==> config.mk <==
export PLATFORM = sky130hd
export DESIGN_NAME = fetch_queue
export DESIGN_NICKNAME = d
export VERILOG_FILES = /design/src/design/frontend_pkg.sv /design/src/design/fetch_queue.sv
export SDC_FILE = /design/constraint.sdc
export NUM_CORES = 1
export LEC_CHECK = 0
export ABC_AREA = 1
export ABC_CLOCK_PERIOD_IN_PS = 11000
export BUFFER_PORTS_ARGS = -buffer_cell sky130_fd_sc_hd__buf_2
export CAP_MARGIN = 20
export CORE_ASPECT_RATIO = 0.6
export CORE_MARGIN = 3
export CORE_UTILIZATION = 57
export DETAILED_ROUTE_END_ITERATION = 8
export PLACE_DENSITY = 0.84
export SLEW_MARGIN = 20
export SYNTH_ARGS = -nofsm -noshare
export SYNTH_HDL_FRONTEND = slang
export SYNTH_SLANG_ARGS = --single-unit
==> constraint.sdc <==
create_clock -name clock -period 11 [get_ports clock]
set_clock_uncertainty 0.2 [all_clocks]
set_input_delay 2.2 -clock clock [delete_from_list [all_inputs] [get_ports clock]]
set_output_delay 2.2 -clock clock [all_outputs]
set_load 0.05 [all_outputs]
==> src/design/frontend_pkg.sv <==
`default_nettype none

package frontend_pkg;

    // Datapath and fetch width
    localparam int xlen = 32;
    localparam int ways = 2;
    localparam int inst_bytes = 4;
    localparam logic [xlen-1:0] fetch_stride = ways * inst_bytes;
    localparam logic [xlen-1:0] reset_pc = '0;

    // Predictor tables, indexed by pc[bp_index_bits+1:2]
    localparam int bp_entries = 128;
    localparam int bp_index_bits = $clog2(bp_entries);

    // Fetch queue
    localparam int fq_depth = 4;
    localparam int fq_ptr_bits = $clog2(fq_depth);
    localparam int fq_count_bits = $clog2(fq_depth + 1);

    // Control-transfer opcodes
    localparam logic [6:0] opcode_branch = 7'b1100011;
    localparam logic [6:0] opcode_jal = 7'b1101111;

    typedef logic [bp_index_bits-1:0] bp_index_t;
    typedef logic [fq_ptr_bits-1:0] fq_ptr_t;
    typedef logic [fq_count_bits-1:0] fq_count_t;

    // One fetched bundle as it travels toward decode
    typedef struct packed {
        logic [xlen-1:0]           pc;
        logic [ways-1:0][xlen-1:0] insts;
        logic [ways-1:0]           lane_valid;
        logic [ways-1:0]           predicted;
        logic [xlen-1:0]           pred_next_pc;
    } fetch_bundle_t;

    // Resolved branch from commit
    typedef struct packed {
        logic            valid;
        logic            taken;
        logic [xlen-1:0] pc;
        logic [xlen-1:0] target;
    } bp_update_t;

endpackage

`default_nettype wire

==> src/design/fetch_queue.sv <==
`timescale 1ns/10ps
`default_nettype none

module fetch_queue (
    input  logic                        clock,
    input  logic                        reset,
    input  logic                        flush,
    input  logic                        push_valid,
    input  frontend_pkg::fetch_bundle_t push_bundle,
    output logic                        push_ready,
    output logic                        out_valid,
    output frontend_pkg::fetch_bundle_t out_bundle,
    input  logic                        out_ready
);

    frontend_pkg::fetch_bundle_t entries [frontend_pkg::fq_depth];

    frontend_pkg::fq_ptr_t wr_ptr;
    frontend_pkg::fq_ptr_t rd_ptr;
    frontend_pkg::fq_count_t count;

    logic push_fire;
    logic pop_fire;

    // Circular pointer advance, also for depths that are not a power of two
    function automatic frontend_pkg::fq_ptr_t ptr_inc(input frontend_pkg::fq_ptr_t ptr);
        if (ptr == frontend_pkg::fq_ptr_t'(frontend_pkg::fq_depth - 1)) begin
            return '0;
        end
        return ptr + 1'b1;
    endfunction

    assign push_ready = (count != frontend_pkg::fq_count_t'(frontend_pkg::fq_depth));
    assign out_valid = (count != '0);
    assign out_bundle = entries[rd_ptr];

    // Flush wins over both sides
    assign push_fire = push_valid && push_ready && !flush;
    assign pop_fire = out_valid && out_ready && !flush;

    always_ff @(posedge clock) begin
        if (push_fire) begin
            entries[wr_ptr] <= push_bundle;
        end
    end

    always_ff @(posedge clock) begin
        if (reset || flush) begin
            wr_ptr <= '0;
            rd_ptr <= '0;
            count <= '0;
        end else begin
            if (push_fire) begin
                wr_ptr <= ptr_inc(wr_ptr);
            end
            if (pop_fire) begin
                rd_ptr <= ptr_inc(rd_ptr);
            end
            // Simultaneous push and pop leave the count alone
            case ({push_fire, pop_fire})
                2'b10: begin
                    count <= count + 1'b1;
                end
                2'b01: begin
                    count <= count - 1'b1;
                end
                default: begin
                    count <= count;
                end
            endcase
        end
    end

endmodule

`default_nettype wire

==> run summary <==
Hold Violations, Final: 0
fin cells: 2,099
drt wl/cell: 21.0 µm
Synth Net Count: 1,495
largest area contributor in the netlist: edfxtp_1
final setup vio count: 0
GRT Util Overall: 23.1%
Die Area: 37,400 µm²
CTS Sinks: 537
P_leak: 8.06 nW
Power, Total: 4.14 mW
Max Root-Sink Buffers: 3
R2R setup slack: 7900 ps
Cell Rows: 52
worst-skew pair later-pin latency: 550 ps
Overflow after GRT: 0
pin count of the biggest net entering global routing: 168
share of cells above drive strength 1: 21.8%
I/O pins: 271
die width: 248 µm
Seq/Total Area, Yosys: 80.3%
vias in the first global route: 11,900
via count: 12,200
clock slew at reported path FFs: 60 ps
Placed Cells: 2,010
cts hold-fix bufs: 0
Avg Cell Area, Syn: 14.8 µm²
Post-DRT Antenna Nets: 0
H-Tree Depth: 2
WL final: 44,100 µm
final cycle utilization of the critical path: 55.2%
Slew headroom: 26.7%
setup_tns: 0 ps
cell family with most CP delay: buffers and inverters
commonest non-fill, non-tap cell in the layout: edfxtp_1
most frequent cells in the layout: edfxtp_1, nor2_1, buf_2
via-per-instance ratio: 5.84
Num CTS Buffers: 47
async set-reset flop share out of synthesis: 0%
crit-path max cell delay: 930 ps
main area contributors after synthesis: edfxtp_1, nor2_1, o22ai_1
CP endpoint kind: primary output
WP buf/inv: 3
fin crit period: 6070 ps
Peak Freq: 0.165 GHz
CP Launch Type: flip-flop
ordered list of cells on the worst path: inv_8, buf_4, o21ai_1, o22ai_1, buf_2
GP Congestion: 0.762
P per Cell Area: 179 nW/µm²
post-layout util: 67.7%
Core ar.: 34,100 µm²
synthesized flop and latch total: 537
die height: 151 µm
CTS tree: done
Yosys cell types: 20
unrepaired setup endpoints after global routing: false
DR DRC count: 0
initial antenna violation count: 9
outcome: completed
Post-synth EDFFs: 528
VDD IR max: 157 µV
critical path arrival: 3670 ps
yosys warns: 0
Synth Flop Type: edfxtp_1
effective utilization at floorplan: 58.6%
first-pass GRT wire length: 66,500 µm
filler cell count in the final layout: 2,345
setup bufs post-CTS: 0
I/O Buffers: 270
synthesized instance count: 1,351
synthesized cell area: 20,000 µm²
Max Slew Vio Count: 0
initial DRC count: 1,094
post-DP HPWL: 25,200 µm
worst min-delay path class: flip-flop to flip-flop
worst-margin pin slew: 1100 ps
Critical-path top delay cell: buf_4
top cell type's share of synthesized area: 79.4%
Crit Path Category: flip-flop to primary output
Critical Path Fanout Max: 167
Area Growth Syn to Fin: 15.7%
Worst Path Required: 8600 ps
max-cap violation count: 0
CTS root buffer: clkbuf_16
number of nets in the layout: 1,744
number of gates resized after CTS: 0
Pre-antenna DRT Iters: 5
[state kept, by name, summed over array words and instances (netlist names), named ones only]
name / flops
count: 3
entries: 528
rd_ptr: 2
wr_ptr: 2
[synth_stat cells, types with 2 or more instances]
master    count
edfxtp_1    528
nor2_1      280
o21ai_0     137
o22ai_1     132
o21ai_1     128
clkbuf_1     38
buf_2        28
inv_1        17
nand2_1      17
buf_4        16
dfxtp_1       9
ha_1          6
buf_6         4
a21oi_1       3
inv_2         2
nand3_1       2
[power by group]
| part | internal (mW) | leakage (nW) | switching, mW |
|---|---|---|---|
| clock network | 0.903 | 0.715 | 0.689 |
| logic | 0.0587 | 2.48 | 0.202 |
| registers | 2.28 | 4.87 | 0.00979 |
| total | 3.24 | 8.06 | 0.900 |
[per-stage QoR]
| stage | area, µm² | setup slack (ps) | hold slack [ps] |
|---|---|---|---|
| after floorplan | 20000 | 2110 | 264 |
| after global placement | 21600 | 5620 | 282 |
| after detailed placement | 21600 | 5480 | 298 |
| after CTS | 23100 | 4820 | 307 |
| after global routing | 23100 | 4670 | 330 |
| final | 23100 | 4930 | 302 |
[cell families after synthesis]
group	after synthesis	synth area share, %
flops	537	80.3
simple gates	301	5.70
fa+ha+maj	7	0.476
compound gates	401	10.9
buf+inv	105	2.60
[worst paths after layout]
kind / from / endpoint / cells past startpoint
max reg2reg: count[1] / entries[0][39] / 6
min: count[0] / count[0] / 2
min reg2reg: count[0] / count[0] / 2
max: flip-flop / out_bundle[32] / 5
[layer usage]
metal	part of all wire [%]	vias up	global-route usage [%]
met5	0.11	-	0
met4	1.7	8	6.41
met3	8.9	68	5.40
met2	49	524	38.1
met1	40	6049	31.4
li1	-	5600	-
[layout make-up]
type / instances / area [µm²] / area share (%)
Tap cell: 459 / 574 / 2.49
Sequential cell: 537 / 16000 / 69.5
Inverter: 19 / 81.3 / 0.352
Clock buffer: 59 / 1260 / 5.47
Timing Repair Buffer: 286 / 1470 / 6.37
Clock inverter: 22 / 200 / 0.867
Multi-Input combinational cell: 709 / 3440 / 14.9
Antenna cell: 8 / 20.0 / 0.0867
[worst min-delay path, stage by stage (launching register included)]
cell	delay, ps
dfxtp_1	320
nand2_1	60
a21boi_0	70
Power figures use the tool's default switching activity.
