===== src/design/frontend_pkg.sv =====
`default_nettype none

package frontend_pkg;

    // Datapath and fetch width
    localparam int xlen = 32;
    localparam int ways = 2;
    localparam int inst_bytes = 4;
    localparam logic [xlen-1:0] fetch_stride = ways * inst_bytes;
    localparam logic [xlen-1:0] reset_pc = '0;

    // Predictor tables, indexed by pc[bp_index_bits+1:2]
    localparam int bp_entries = 128;
    localparam int bp_index_bits = $clog2(bp_entries);

    // Fetch queue
    localparam int fq_depth = 4;
    localparam int fq_ptr_bits = $clog2(fq_depth);
    localparam int fq_count_bits = $clog2(fq_depth + 1);

    // Control-transfer opcodes
    localparam logic [6:0] opcode_branch = 7'b1100011;
    localparam logic [6:0] opcode_jal = 7'b1101111;

    typedef logic [bp_index_bits-1:0] bp_index_t;
    typedef logic [fq_ptr_bits-1:0] fq_ptr_t;
    typedef logic [fq_count_bits-1:0] fq_count_t;

    // One fetched bundle as it travels toward decode
    typedef struct packed {
        logic [xlen-1:0]           pc;
        logic [ways-1:0][xlen-1:0] insts;
        logic [ways-1:0]           lane_valid;
        logic [ways-1:0]           predicted;
        logic [xlen-1:0]           pred_next_pc;
    } fetch_bundle_t;

    // Resolved branch from commit
    typedef struct packed {
        logic            valid;
        logic            taken;
        logic [xlen-1:0] pc;
        logic [xlen-1:0] target;
    } bp_update_t;

endpackage

`default_nettype wire


===== src/design/predecode.sv =====
`timescale 1ns/10ps
`default_nettype none

module predecode (
    input  logic [frontend_pkg::ways-1:0][frontend_pkg::xlen-1:0] insts,
    output logic [frontend_pkg::ways-1:0]                         is_branch
);

    // Opcode field of each lane
    logic [6:0] opcode [frontend_pkg::ways];

    always_comb begin
        for (int i = 0; i < frontend_pkg::ways; i++) begin
            opcode[i] = insts[i][6:0];
        end
    end

    // Conditional branches and direct jumps both go to the predictor
    always_comb begin
        for (int i = 0; i < frontend_pkg::ways; i++) begin
            is_branch[i] = (opcode[i] == frontend_pkg::opcode_branch)
                        || (opcode[i] == frontend_pkg::opcode_jal);
        end
    end

endmodule

`default_nettype wire


===== config.mk =====
export PLATFORM = sky130hd
export DESIGN_NAME = predecode
export DESIGN_NICKNAME = d
export VERILOG_FILES = /design/src/design/frontend_pkg.sv /design/src/design/predecode.sv
export SDC_FILE = /design/constraint.sdc
export NUM_CORES = 1
export LEC_CHECK = 0
export CAP_MARGIN = 5
export CELL_PAD_IN_SITES_DETAIL_PLACEMENT = 0
export CELL_PAD_IN_SITES_GLOBAL_PLACEMENT = 1
export CORE_AREA = 2 2 39 41
export DETAILED_ROUTE_END_ITERATION = 10
export DIE_AREA = 0 0 41 43
export DONT_BUFFER_PORTS = 1
export MAX_ROUTING_LAYER = met4
export PLACE_DENSITY = 0.45
export SETUP_SLACK_MARGIN = 0.2
export SYNTH_ARGS = -nofsm -noshare
export SYNTH_HDL_FRONTEND = slang
export SYNTH_SLANG_ARGS = --single-unit

===== constraint.sdc =====
create_clock -name vclk -period 1
set_clock_uncertainty 0.2 [all_clocks]
set_input_delay 0 -clock vclk [all_inputs]
set_output_delay 0 -clock vclk [all_outputs]
set_load 0.03 [all_outputs]

==> results of run 1 <==
-- cell families after synthesis --
kind of cell  after synthesis
simple gates                6
xor+xnor                    2
-- stage by stage --
stage / std cells / worst slack, ns
finish: 26 / 0.3123
detailed placement: 26 / 0.3074
global placement: 26 / 0.3191
CTS: 26 / 0.3074
global route: 26 / 0.2525
floorplan: 8 / 0.2105
-- power breakdown --
part | leakage, nW | switching (mW) | internal (mW) | total (mW)
Combinational | 0.0560 | 0.0102 | 0.0133 | 0.0235
Clock | 0 | 0 | 0 | 0
Sequential | 0 | 0 | 0 | 0
Total | 0.0560 | 0.0102 | 0.0133 | 0.0235
-- critical path, stage by stage --
cell and delay, ns:
xor2_1 0.16, nor3_2 0.15, buf_4 0.18
-- area by class of cell --
class	count	area, um2
fill	161	1264
multi-input combinational	8	85.08
tap	16	20.02
timing repair buffer	2	15.01
-- synthesized netlist by cell type --
cell / instances / area [um2]
nand3b_4: 2 / 40.04
nand2_1: 2 / 7.510
nor3_2: 2 / 20.02
xor2_1: 2 / 17.52
-- metal layers --
metal	global-route usage (%)	vias to the layer above	wire (um)
met5	-	-	0
met3	1.571	0	76
li1	-	32	-
met2	3.125	16	47
met1	6.646	28	177
met4	0	0	0
-- how the worst max path moves through the flow --
stage | from | end | slack, ns | cells past startpoint
final | insts[2] | is_branch[0] | 0.31 | 3
after floorplan | insts[4] | is_branch[0] | 0.21 | 2
after global placement | insts[2] | is_branch[0] | 0.32 | 3
after detailed placement | insts[34] | is_branch[1] | 0.31 | 3
after CTS | insts[34] | is_branch[1] | 0.31 | 3
after global routing | insts[2] | is_branch[0] | 0.25 | 3
==> out/results.ini, run 1 <==
[floorplan]
initial_core_util_pct=6.148
placementRows=14
dieWidth_um=41
core_mm2=0.001384
die_area_mm2=0.001763
die_height_um=43
io_pins=66

[yosys]
yosysWarnings=0
yosysSeqAreaShare_pct=0
synth.net_count=72
synthSimpleGateAreaFrac_pct=79.41
synthDistinctLibCells=4
synthMuxAreaShare_pct=0
syn_area_um2=85.08
synthXorXnorAreaFrac_pct=20.59
synth_top_family_by_area=simple AND/OR/NAND/NOR gates
syn_avg_cell_area_um2=10.64
synth_compound_area_share_pct=0
synthCells=8
synthAdderAreaFrac_pct=0

[clock_network]
post-cts-setup-buffers=0
cts_hold_buf=0
ctsResizeCount=0

[power]
total_power_uw=23.51
power.density_mw_per_mm2=195.7
leakage_nw=0.05602
ir_drop_mv=0.04395

[global_routing]
grt_pass1_wl_um=400
grtUsageTotal_pct=3.480
grt_antenna_before_repair=0
grt_overflow=0
grt_pass1_vias=85
grt_max_degree=2

[worst_hold_path]
worstHoldStart=insts[5]
worstHoldEndpoint=is_branch[0]
hold_depth=3
holdCritPathClass=in -> out

[critical_path]
cp_data_arrival_time_ns=0.49
critPathLaunchType=input port
critPathKind=in -> out
critPathRequiredTime_ns=0.80
end_kind=output port
path_max_fanout=1

[routing]
drc=0
dr.first_iter.drc_count=0
routedWlPerCell_um=11.62
ant_nets=0
drt_wl_total_um=302
firstDrtPassIters=1
vias=76
viasPerCell=2.923

[cells_and_area]
final_area_um2=120.1
areaGrowthSynthToFinish_pct=41.18
drive_above_1_share_pct=60.00
clkbuf_count=0
final_cell_mix=2 x nand3b_4, 2 x xor2_1, 2 x nand2_1, 2 x nor3_2, 2 x buf_4
ff_latch_area_um2=0
n_antenna_cell=0
nets=76
fin_util_pct=8.680
flops_and_latches=0

[timing]
hold_violations=0
max_slew_margin_pct=85.24
worst_pin_slew_ns=0.2207
setup_violations=0
slew_viol_final=0
rsz0062_at_grt=no
period_share_pct=68.77
layout_min_cycle_time_ns=0.6877
finalSetupTns_ns=0
max_clock_freq_ghz=1.454
holdWs_ns=0.03886

[status]
status=complete, no violations

[placed_design]
gp_congestion=0.4810
numPortBuffers=0
post_dp_cell_area_um2=120.1

[run]
cap_violations=0

Power figures use the tool's default switching activity.
==> run 2, diff against run 1 <==
==> constraint.sdc (replaced) <==
create_clock -name vclk -period 0.8
set_clock_uncertainty 0.2 [all_clocks]
set_input_delay 0 -clock vclk [all_inputs]
set_output_delay 0 -clock vclk [all_outputs]
set_load 0.03 [all_outputs]
==> out/results.ini, run 2 (same netlist as run 1, synthesis figures left out) <==
[status]
status=complete, but fails checks
violations=hold timing

[floorplan]
placementRows=14
io_pins=66
core_mm2=0.001384
die_area_mm2=0.001763
initial_core_util_pct=6.148
die_height_um=43
dieWidth_um=41

[routing]
firstDrtPassIters=1
drt_wl_total_um=264
ant_nets=0
drc=0
viasPerCell=2.750
dr.first_iter.drc_count=0
routedWlPerCell_um=11.00
vias=66

[placed_design]
numPortBuffers=0
gp_congestion=0.5401

[timing]
layout_min_cycle_time_ns=0.7107
worst_pin_slew_ns=0.3690
holdWs_ns=-0.07657
hold_violations=2
period_share_pct=88.84
max_clock_freq_ghz=1.407
finalSetupTns_ns=0
max_slew_margin_pct=75.32
setup_violations=0
slew_viol_final=0
rsz0062_at_grt=yes

[worst_hold_path]
worstHoldStart=insts[5]
holdCritPathClass=in -> out
hold_depth=2
worstHoldEndpoint=is_branch[0]

[critical_path]
slowest_delay_ns=0.34
critPathLaunchType=input port
end_kind=output port
crit_chain=xor2_4, nor3_4
crit_start=insts[3]
critPathBufInv=0
path_delay_family=simple AND/OR/NAND/NOR gates
cp_slowest_cell=nor3_4
critPathKind=in -> out
path_max_fanout=1
cp_data_arrival_time_ns=0.51
critPathRequiredTime_ns=0.60

[power]
leakage_nw=0.06250
ir_drop_mv=0.1073
power.density_mw_per_mm2=297.1

[cells_and_area]
clkbuf_count=0
final_cell_mix=2 x nand3b_4, 2 x xor2_4, 2 x nand2_1, 2 x nor3_4
fillerInstances=157
flops_and_latches=0
nets=74
ff_latch_area_um2=0
drive_above_1_share_pct=75.00
areaGrowthSynthToFinish_pct=82.35
n_antenna_cell=0

[global_routing]
grt_pass1_wl_um=358
grt_antenna_before_repair=0
grtUsageTotal_pct=3.186
grt_pass1_vias=69
grt_max_degree=2
grt_overflow=0

[clock_network]
post-cts-setup-buffers=0

[run]
cap_violations=0

[run 2: metrics by stage]
| step | power, mW | std cells | setup WS (ns) | util (%) | instance area, um2 |
|---|---|---|---|---|---|
| after global placement | 0.03649 | 24 | 0.06446 | 8.499 | 117.6 |
| final | 0.04610 | 24 | 0.08930 | 11.21 | 155.1 |
| after floorplan | 0.03299 | 8 | 0.1019 | - | 97.59 |
| after CTS | 0.04716 | 24 | 0.07171 | 11.21 | 155.1 |
| after detailed placement | 0.03769 | 24 | 0.06296 | 8.499 | 117.6 |
| after global routing | 0.04972 | 24 | 0.06222 | 11.21 | 155.1 |
[run 2: layout make-up]
cell class / instances / area (um2) / share of cell area (%)
multi-input combinational: 8 / 135.1 / 87.10
tap: 16 / 20.02 / 12.90
[run 2: what timing repair did]
| item | CTS | global route |
|---|---|---|
| pin swaps | 1 | 3 |
| endpoints found under the setup margin | 2 | 2 |
| resized for setup | 4 | 0 |
| hold endpoints to repair | 2 | 2 |
[run 2: worst max path at each step]
stage | end | slack (ns) | depth (start not counted)
6_report | is_branch[0] | 0.09 | 2
2_1_floorplan | is_branch[0] | 0.10 | 2
3_3_place_gp | is_branch[1] | 0.06 | 2
3_5_place_dp | is_branch[1] | 0.06 | 2
5_1_grt | is_branch[1] | 0.06 | 2
4_1_cts | is_branch[1] | 0.07 | 2
[run 2: metal layers]
layer	global-route usage, %	vias to the layer above	wire length [um]
met5	-	-	0
met4	0	0	0
met3	0	0	42
met2	2.188	16	42
met1	7.692	22	180
li1	-	28	-
[run 2: report_power, final]
group          switching, mW  total (mW)  internal (mW)  leakage (nW)
Sequential                 0           0              0             0
Combinational         0.0195      0.0461         0.0266        0.0625
Clock                      0           0              0             0
Total                 0.0195      0.0461         0.0266        0.0625
