===== src/design/frontend_pkg.sv =====
`default_nettype none

package frontend_pkg;

    // Datapath and fetch width
    localparam int xlen = 32;
    localparam int ways = 2;
    localparam int inst_bytes = 4;
    localparam logic [xlen-1:0] fetch_stride = ways * inst_bytes;
    localparam logic [xlen-1:0] reset_pc = '0;

    // Predictor tables, indexed by pc[bp_index_bits+1:2]
    localparam int bp_entries = 128;
    localparam int bp_index_bits = $clog2(bp_entries);

    // Fetch queue
    localparam int fq_depth = 4;
    localparam int fq_ptr_bits = $clog2(fq_depth);
    localparam int fq_count_bits = $clog2(fq_depth + 1);

    // Control-transfer opcodes
    localparam logic [6:0] opcode_branch = 7'b1100011;
    localparam logic [6:0] opcode_jal = 7'b1101111;

    typedef logic [bp_index_bits-1:0] bp_index_t;
    typedef logic [fq_ptr_bits-1:0] fq_ptr_t;
    typedef logic [fq_count_bits-1:0] fq_count_t;

    // One fetched bundle as it travels toward decode
    typedef struct packed {
        logic [xlen-1:0]           pc;
        logic [ways-1:0][xlen-1:0] insts;
        logic [ways-1:0]           lane_valid;
        logic [ways-1:0]           predicted;
        logic [xlen-1:0]           pred_next_pc;
    } fetch_bundle_t;

    // Resolved branch from commit
    typedef struct packed {
        logic            valid;
        logic            taken;
        logic [xlen-1:0] pc;
        logic [xlen-1:0] target;
    } bp_update_t;

endpackage

`default_nettype wire


===== src/design/fetch_pc.sv =====
`timescale 1ns/10ps
`default_nettype none

module fetch_pc (
    input  logic                                                  clock,
    input  logic                                                  reset,
    input  logic                                                  redirect_valid,
    input  logic [frontend_pkg::xlen-1:0]                         redirect_pc,
    input  logic [frontend_pkg::ways-1:0][frontend_pkg::xlen-1:0] imem_data,
    input  logic [frontend_pkg::xlen-1:0]                         next_pc,
    input  logic [frontend_pkg::ways-1:0]                         predictions,
    input  logic                                                  push_ready,
    output logic [frontend_pkg::xlen-1:0]                         pc,
    output logic                                                  push_valid,
    output frontend_pkg::fetch_bundle_t                           push_bundle
);

    logic push_fire;
    logic [frontend_pkg::ways-1:0] lane_valid;

    // A redirecting cycle fetches nothing useful
    assign push_valid = !redirect_valid;
    assign push_fire = push_valid && push_ready;

    // PC holds when the queue is full, so the same bundle is fetched again
    always_ff @(posedge clock) begin
        if (reset) begin
            pc <= frontend_pkg::reset_pc;
        end else if (redirect_valid) begin
            pc <= redirect_pc;
        end else if (push_fire) begin
            pc <= next_pc;
        end
    end

    // Lanes past the first predicted-taken lane are dropped
    always_comb begin
        logic taken_seen;
        taken_seen = 1'b0;
        for (int i = 0; i < frontend_pkg::ways; i++) begin
            lane_valid[i] = !taken_seen;
            taken_seen = taken_seen | predictions[i];
        end
    end

    always_comb begin
        push_bundle.pc = pc;
        push_bundle.insts = imem_data;
        push_bundle.lane_valid = lane_valid;
        push_bundle.predicted = predictions;
        push_bundle.pred_next_pc = next_pc;
    end

endmodule

`default_nettype wire


===== config.mk =====
export PLATFORM = sky130hd
export DESIGN_NAME = fetch_pc
export DESIGN_NICKNAME = d
export VERILOG_FILES = /design/src/design/frontend_pkg.sv /design/src/design/fetch_pc.sv
export SDC_FILE = /design/constraint.sdc
export NUM_CORES = 1
export LEC_CHECK = 0
export BUFFER_PORTS_ARGS = -buffer_cell sky130_fd_sc_hd__buf_4
export CAP_MARGIN = 40
export CORE_AREA = 2 2 116 118
export DETAILED_ROUTE_END_ITERATION = 8
export DIE_AREA = 0 0 118 120
export PLACE_DENSITY_LB_ADDON = 0.1
export SLEW_MARGIN = 0
export SYNTH_ARGS = -nofsm -noshare
export SYNTH_HDL_FRONTEND = slang
export SYNTH_SLANG_ARGS = --single-unit

===== constraint.sdc =====
create_clock -name clock -period 1.55 [get_ports clock]
set_clock_uncertainty 0.1 [all_clocks]
set_input_delay 0.2325 -clock clock [delete_from_list [all_inputs] [get_ports clock]]
set_output_delay 0.2325 -clock clock [all_outputs]
set_load 0.02 [all_outputs]

==> results of run 1 <==
==> final timing paths <==
kind	cells past startpoint	slack (ns)	end
min	3	0.16	pc[2]
max	3	0.34	push_valid
max reg2reg	2	0.67	pc[10]
min reg2reg	2	0.48	pc[21]
==> final cells by class <==
| type | instances | area [um^2] | share of cell area |
|---|---|---|---|
| clock buffer | 8 | 146 | 0.0476 |
| inverter | 2 | 7.51 | 0.00244 |
| multi-input combinational | 97 | 764 | 0.249 |
| sequential | 32 | 641 | 0.208 |
| tap | 176 | 220 | 0.0716 |
| timing repair buffer | 171 | 1300 | 0.421 |
==> metal layers <==
layer  up-vias  routed length (um)  share of wire  global-route usage
li1        851                   -              -                   -
met1       809                2780           0.38               0.108
met2       125                3580           0.48               0.162
met3        32                 615          0.083              0.0309
met4         0                 426          0.058              0.0693
met5         -                   0              0                   0
==> metrics by stage <==
step                      utilization  hold WS [ns]
after floorplan                     -         0.205
after global placement          0.226         0.365
after detailed placement        0.226         0.365
after CTS                       0.237         0.155
after global routing            0.237         0.161
final                           0.237         0.162
==> logic make-up after synthesis <==
family | Yosys count | synth area share
buf+inv | 146 | 0.438
compound gates | 32 | 0.0960
mux | 32 | 0.128
flops | 32 | 0.256
simple gates | 32 | 0.0800
other cells | 1 | 0.00150
==> layout by cell type (no fill, tap or decap) <==
| master | netlist | layout |
|---|---|---|
| buf_4 | 131 | 170 |
| mux2i_1 | 32 | 32 |
| nor2b_1 | 32 | 32 |
| a211oi_1 | 32 | 32 |
| dfxtp_1 | 32 | 32 |
| clkbuf_16 | 0 | 5 |
| inv_1 | 2 | 2 |
| clkbuf_1 | 6 | 2 |
| conb_1 | 1 | 1 |
| clkbuf_8 | 0 | 1 |
| buf_12 | 3 | 1 |
==> worst min-delay path: stages <==
cell      delay (ns)
buf_4           0.11
nor2b_1         0.10
a211oi_1        0.05
==> power by group through the flow <==
stage / clock [mW] / combinational, mW / sequential [mW]
floorplan: 0 / 0.726 / 1.02
global placement: 0 / 0.853 / 0.960
detailed placement: 0 / 0.852 / 0.959
CTS: 1.04 / 0.853 / 0.943
global route: 1.07 / 0.890 / 0.951
finish: 0.994 / 0.838 / 0.941
==> run summary, run 1 <==
Seq/Total Area, Yosys -> 0.256
Die Wd -> 118 um
Via count -> 1817
Most instantiated cells after synthesis -> buf_4 (131), a211oi_1 (32), dfxtp_1 (32), mux2i_1 (32), nor2b_1 (32)
Critical path origin -> redirect_valid
Cell count after synthesis -> 275
TritonCTS clock tree -> done
Pint -> 1.94 mW
Chain of cells forming the critical path -> buf_4 > inv_1 > buf_4
RSZ-0062 raised after global routing -> false
Logic pwr share -> 0.302
Area Overhead vs Synth -> 22.9%
Fmax -> 828 MHz
Worst VDD drop -> 0.333 mV
Dpl cells -> 478
Post-synth top area share -> 0.393
CP endpoint kind -> output port
CTS root buf -> clkbuf_16
Final std cells w/o fill -> 486
Top delay family on crit path -> buffers and inverters
Final Max Tran Viols -> 0
Ant diodes -> 0
Routed len/inst -> 15.2 um
Largest Register -> pc
CTS Buf Count -> 5
Critical path required time -> 1.22 ns
Warning count from the yosys run -> 0
Hold wc startpoint -> redirect_pc[2]
Wire length of the first global-routing pass -> 10600 um
Tcrit/Tclk final -> 0.779
Dominant cell type by area after synthesis -> buf_4
Most common cell in the netlist -> buf_4
Outcome -> finished, final reports clean
Top flop regs -> pc: 32 flops
CTS sink cnt -> 32
Post-CTS sizing -> 0
DP Wirelength -> 5790 um
Max FFs per register -> 32
Largest net degree at the start of global routing -> 34
Max clock buf depth -> 2
Worst-path clk slew -> 0.05 ns
Crit path time final -> 1.21 ns
All-Layer GR Usage -> 0.0984
Vias per cell -> 3.74
Initial Util -> 0.193
Post-route setup slack -> 0.343 ns
Chip height -> 120 um
Placer Congestion -> 0.677
# rows -> 42
Final WL -> 7400 um
Vias in the first global route -> 1770
Filler instances -> 1404
Most used cell, CP -> buf_4
MaxCap Viol Count -> 0
Syn_nets -> 409
Final Cell Area -> 3080 um^2
Leak Pwr -> 1.49 nW
Port bufs -> 167
Dominant cells by area after synthesis -> buf_4 (39%), dfxtp_1 (26%), mux2i_1 (13%)
Top_reg_cell synth -> dfxtp_1
Flop pwr share -> 0.339
Final nets -> 443
Setup CP Type -> input port to output port
Hold WC Path Type -> input port to register
Post-synth ARST share -> 0
Final hold violations -> 0
Routed Antenna Nets -> 0
Worst reg2reg startpoint -> pc[10]
Switching Fraction -> 0.301
Ports -> 299
Gr ovfl total -> 0
Distinct cells, synth -> 12
Total core area -> 13000 um^2
DR iter-0 viols -> 42
Largest stage delay, worst path -> 0.28 ns
Synth Area per Inst -> 9.10 um^2
Ratio of cells with drive above 1 in the final layout -> 0.571
Htree depth -> 2
Worst EP arrival -> 0.87 ns
Setup violators final -> 0
Die area -> 14200 um^2
Worst skew pair latency -> 0.27 ns
Slowest-stage cell, CP -> buf_4
Hold buffers post-CTS -> 0
# Post-CTS Setup Buffers -> 0
Pre-CTS setup slack -> 0.179 ns
Initial antenna violation count -> 0
Net Sw Power -> 0.836 mW
Post-synth EDFFs -> 0
Crit start category -> input port
Drt pass-1 iters -> 4
Synthesized area -> 2500 um^2
Worst Path Buf+Inv -> 3
Power Dens Cells -> 902 nW/um^2
Drt drc -> 0
Post-DP Area -> 2930 um^2
Crit Path Max Fanout -> 33
Final total power -> 2.77 mW
#FFs+latches synth -> 32
Final setup TNS -> 0 ns
Clock power share -> 0.359
(Power assumes the default switching activity.)
==> run 2: changes to the inputs <==
ABC_AREA = 1   (was default)
CORE_AREA = 2 2 117 119   (was 2 2 116 118)
DIE_AREA = 0 0 119 121   (was 0 0 118 120)
clock period = 1.05 ns   (was 1.55 ns; I/O delays follow)
==> run summary, run 2 <==
Outcome -> finished, final reports clean (unchanged)
Port bufs -> 167 (unchanged)
Max clock buf depth -> 2 (unchanged)
Dominant cell type by area after synthesis -> buf_4 (unchanged)
Vias per cell -> 3.74 (about the same)
Distinct cells, synth -> 11 (was 12)
Final hold violations -> 0 (unchanged)
Worst-path clk slew -> 0.05 ns (about the same)
Post-synth top area share -> 0.395 (was 0.393)
Switching Fraction -> 0.306 (was 0.301)
Post-DP Area -> 3150 um^2 (was 2930 um^2)
Ports -> 299 (unchanged)
Power Dens Cells -> 1220 nW/um^2 (was 902 nW/um^2)
Dpl cells -> 582 (was 478)
Post-route setup slack -> 0.0242 ns (was 0.343 ns)
Final WL -> 7600 um (was 7400 um)
Die area -> 14400 um^2 (was 14200 um^2)
Most frequent cells in the layout -> buf_4 (165), nand2_1 (96), nand3_1 (55) (was buf_4 (170), mux2i_1 (32), nor2b_1 (32), a211oi_1 (32), dfxtp_1 (32))
Total core area -> 13100 um^2 (was 13000 um^2)
Most instantiated cells after synthesis -> buf_4 (138), nand2_1 (96), nand3_1 (55) (was buf_4 (131), a211oi_1 (32), dfxtp_1 (32), mux2i_1 (32), nor2b_1 (32))
Top_reg_cell synth -> dfxtp_1 (unchanged)
Tcrit/Tclk final -> 0.977
Met2 wire length -> 3810 um (was 3580 um)
Pre-CTS setup slack -> 0.0423 ns (was 0.179 ns)
Ant diodes -> 0 (unchanged)
Seq/Total Area, Yosys -> 0.245 (was 0.256)
Vias in the first global route -> 2116 (was 1770)
Dominant cells by area after synthesis -> buf_4 (40%), dfxtp_1 (24%), nand2_1 (14%) (was buf_4 (39%), dfxtp_1 (26%), mux2i_1 (13%))
Routed len/inst -> 12.9 um (was 15.2 um)
Wire length of the first global-routing pass -> 11200 um (was 10600 um)
Post-synth ARST share -> 0 (unchanged)
Area Overhead vs Synth -> 28.3% (was 22.9%)
Worst VDD drop -> 0.454 mV (was 0.333 mV)
CP endpoint kind -> output port (unchanged)
TritonCTS clock tree -> done (unchanged)
Final Cell Area -> 3360 um^2 (was 3080 um^2)
Fmax -> 975 MHz
Multi-input combinational cell area -> 749 um^2 (was 764 um^2)
Hold WS -> 0.0702 ns (was 0.162 ns)
Initial antenna violation count -> 0 (unchanged)
Slowest-stage cell, CP -> dfxtp_2 (was buf_4)
Pint -> 2.85 mW (was 1.94 mW)
Max FFs per register -> 32 (unchanged)
Htree depth -> 2 (unchanged)
Top delay family on crit path -> flip-flops (was buffers and inverters)
# rows -> 42 (unchanged)
DP Wirelength -> 5950 um (was 5790 um)
Largest stage delay, worst path -> 0.35 ns (was 0.28 ns)
Worst Path Buf+Inv -> 1 (was 3)
Placer Congestion -> 0.685 (was 0.677)
DR iter-0 viols -> 59 (was 42)
Flop pwr share -> 0.336 (was 0.339)
Reg area -> 688 um^2 (was 641 um^2)
Final total power -> 4.11 mW (was 2.77 mW)
Hold WC Path Type -> input port to register (unchanged)
Top flop regs -> pc: 32 flops (unchanged)
Crit start category -> register (was input port)
Post-layout util -> 0.257 (was 0.237)
Final nets -> 547 (was 443)
Setup CP Type -> register to output port (was input port to output port)
Worst skew pair latency -> 0.27 ns (about the same)
Drt pass-1 iters -> 4 (unchanged)
Most common cell in the netlist -> buf_4 (unchanged)
Routed Antenna Nets -> 0 (unchanged)
All-Layer GR Usage -> 0.101 (was 0.0984)
#FFs+latches synth -> 32 (unchanged)
Filler instances -> 1441 (was 1404)
Post-synth EDFFs -> 0 (unchanged)
Uppermost layer routed -> met4 (unchanged)
Cell count after synthesis -> 377 (was 275)
Hold buffers post-CTS -> 0 (unchanged)
Crit Path Max Fanout -> 3 (was 33)
Chip height -> 121 um (was 120 um)
Initial Util -> 0.200 (was 0.193)
Synthesized area -> 2620 um^2 (was 2500 um^2)
Commonest non-fill, non-tap cell in the layout -> buf_4 (unchanged)
Final std cells w/o fill -> 590 (was 486)
Clock power share -> 0.360 (was 0.359)
Via count -> 2208 (was 1817)
Final Max Tran Viols -> 0 (unchanged)
Chain of cells forming the critical path -> buf_4 (was buf_4 > inv_1 > buf_4)
CTS root buf -> clkbuf_16 (unchanged)
Leak Pwr -> 1.88 nW (was 1.49 nW)
Crit path time final -> 1.03 ns
Net Sw Power -> 1.26 mW (was 0.836 mW)
Syn_nets -> 511 (was 409)
Synth Area per Inst -> 6.95 um^2 (was 9.10 um^2)
Setup violators final -> 0 (unchanged)
Largest net degree at the start of global routing -> 24 (was 34)
Largest Register -> pc (unchanged)
MaxCap Viol Count -> 0 (unchanged)
Die Wd -> 119 um (was 118 um)
Logic pwr share -> 0.303 (was 0.302)
Warning count from the yosys run -> 0 (unchanged)
Worst EP arrival -> 0.77 ns (was 0.87 ns)
WL met1 -> 2940 um (was 2780 um)
Critical path required time -> 0.79 ns (was 1.22 ns)
Drt drc -> 0 (unchanged)
CTS Buf Count -> 5 (unchanged)
Met3 wire length -> 595 um (was 615 um)
CTS sink cnt -> 32 (unchanged)
Final setup TNS -> 0 ns (unchanged)
RSZ-0062 raised after global routing -> true (was false)
Gr ovfl total -> 0 (unchanged)
Ratio of cells with drive above 1 in the final layout -> 0.546 (was 0.571)
==> run 2: what timing repair did <==
| action | CTS | global route |
|---|---|---|
| setup buffers | 0 | 0 |
| setup endpoints to repair | 62 | 12 |
| gates resized for setup | 37 | 4 |
==> run 2: final cells by class <==
cell class | instances | area share
Multi-Input combinational cell | 162 | 0.223
Sequential cell | 32 | 0.205
Timing Repair Buffer | 177 | 0.424
Tap cell | 176 | 0.0655
Clock buffer | 8 | 0.0435
Inverter | 35 | 0.0391
==> run 2: cell families after synthesis <==
group,share of synthesized area
buf+inv,0.469
flops,0.245
other cells,0.00143
simple gates,0.285
==> run 2: path summary, 6_finish.rpt <==
| check | startpoint | end | slack, ns | depth (start not counted) |
|---|---|---|---|---|
| min | redirect_pc[30] | pc[30] | 0.07 | 5 |
| min reg2reg | pc[1] | pc[1] | 0.45 | 4 |
| max | pc[25] | pc[25] | 0.02 | 1 |
| max reg2reg | pc[22] | pc[22] | 0.27 | 4 |
==> run 2: power groups by stage <==
stage	Combinational, mW	Clock [mW]	Sequential, mW
3_3_place_gp	1.26	0	1.39
6_report	1.25	1.48	1.38
2_1_floorplan	1.05	0	1.47
5_1_grt	1.35	1.61	1.40
4_1_cts	1.27	1.59	1.39
3_5_place_dp	1.26	0	1.40
==> run 2: routing by layer <==
| layer | vias to the layer above | track usage |
|---|---|---|
| met4 | 0 | 0.0573 |
| met1 | 988 | 0.113 |
| li1 | 1090 | - |
| met2 | 105 | 0.175 |
| met5 | - | 0 |
| met3 | 25 | 0.0268 |
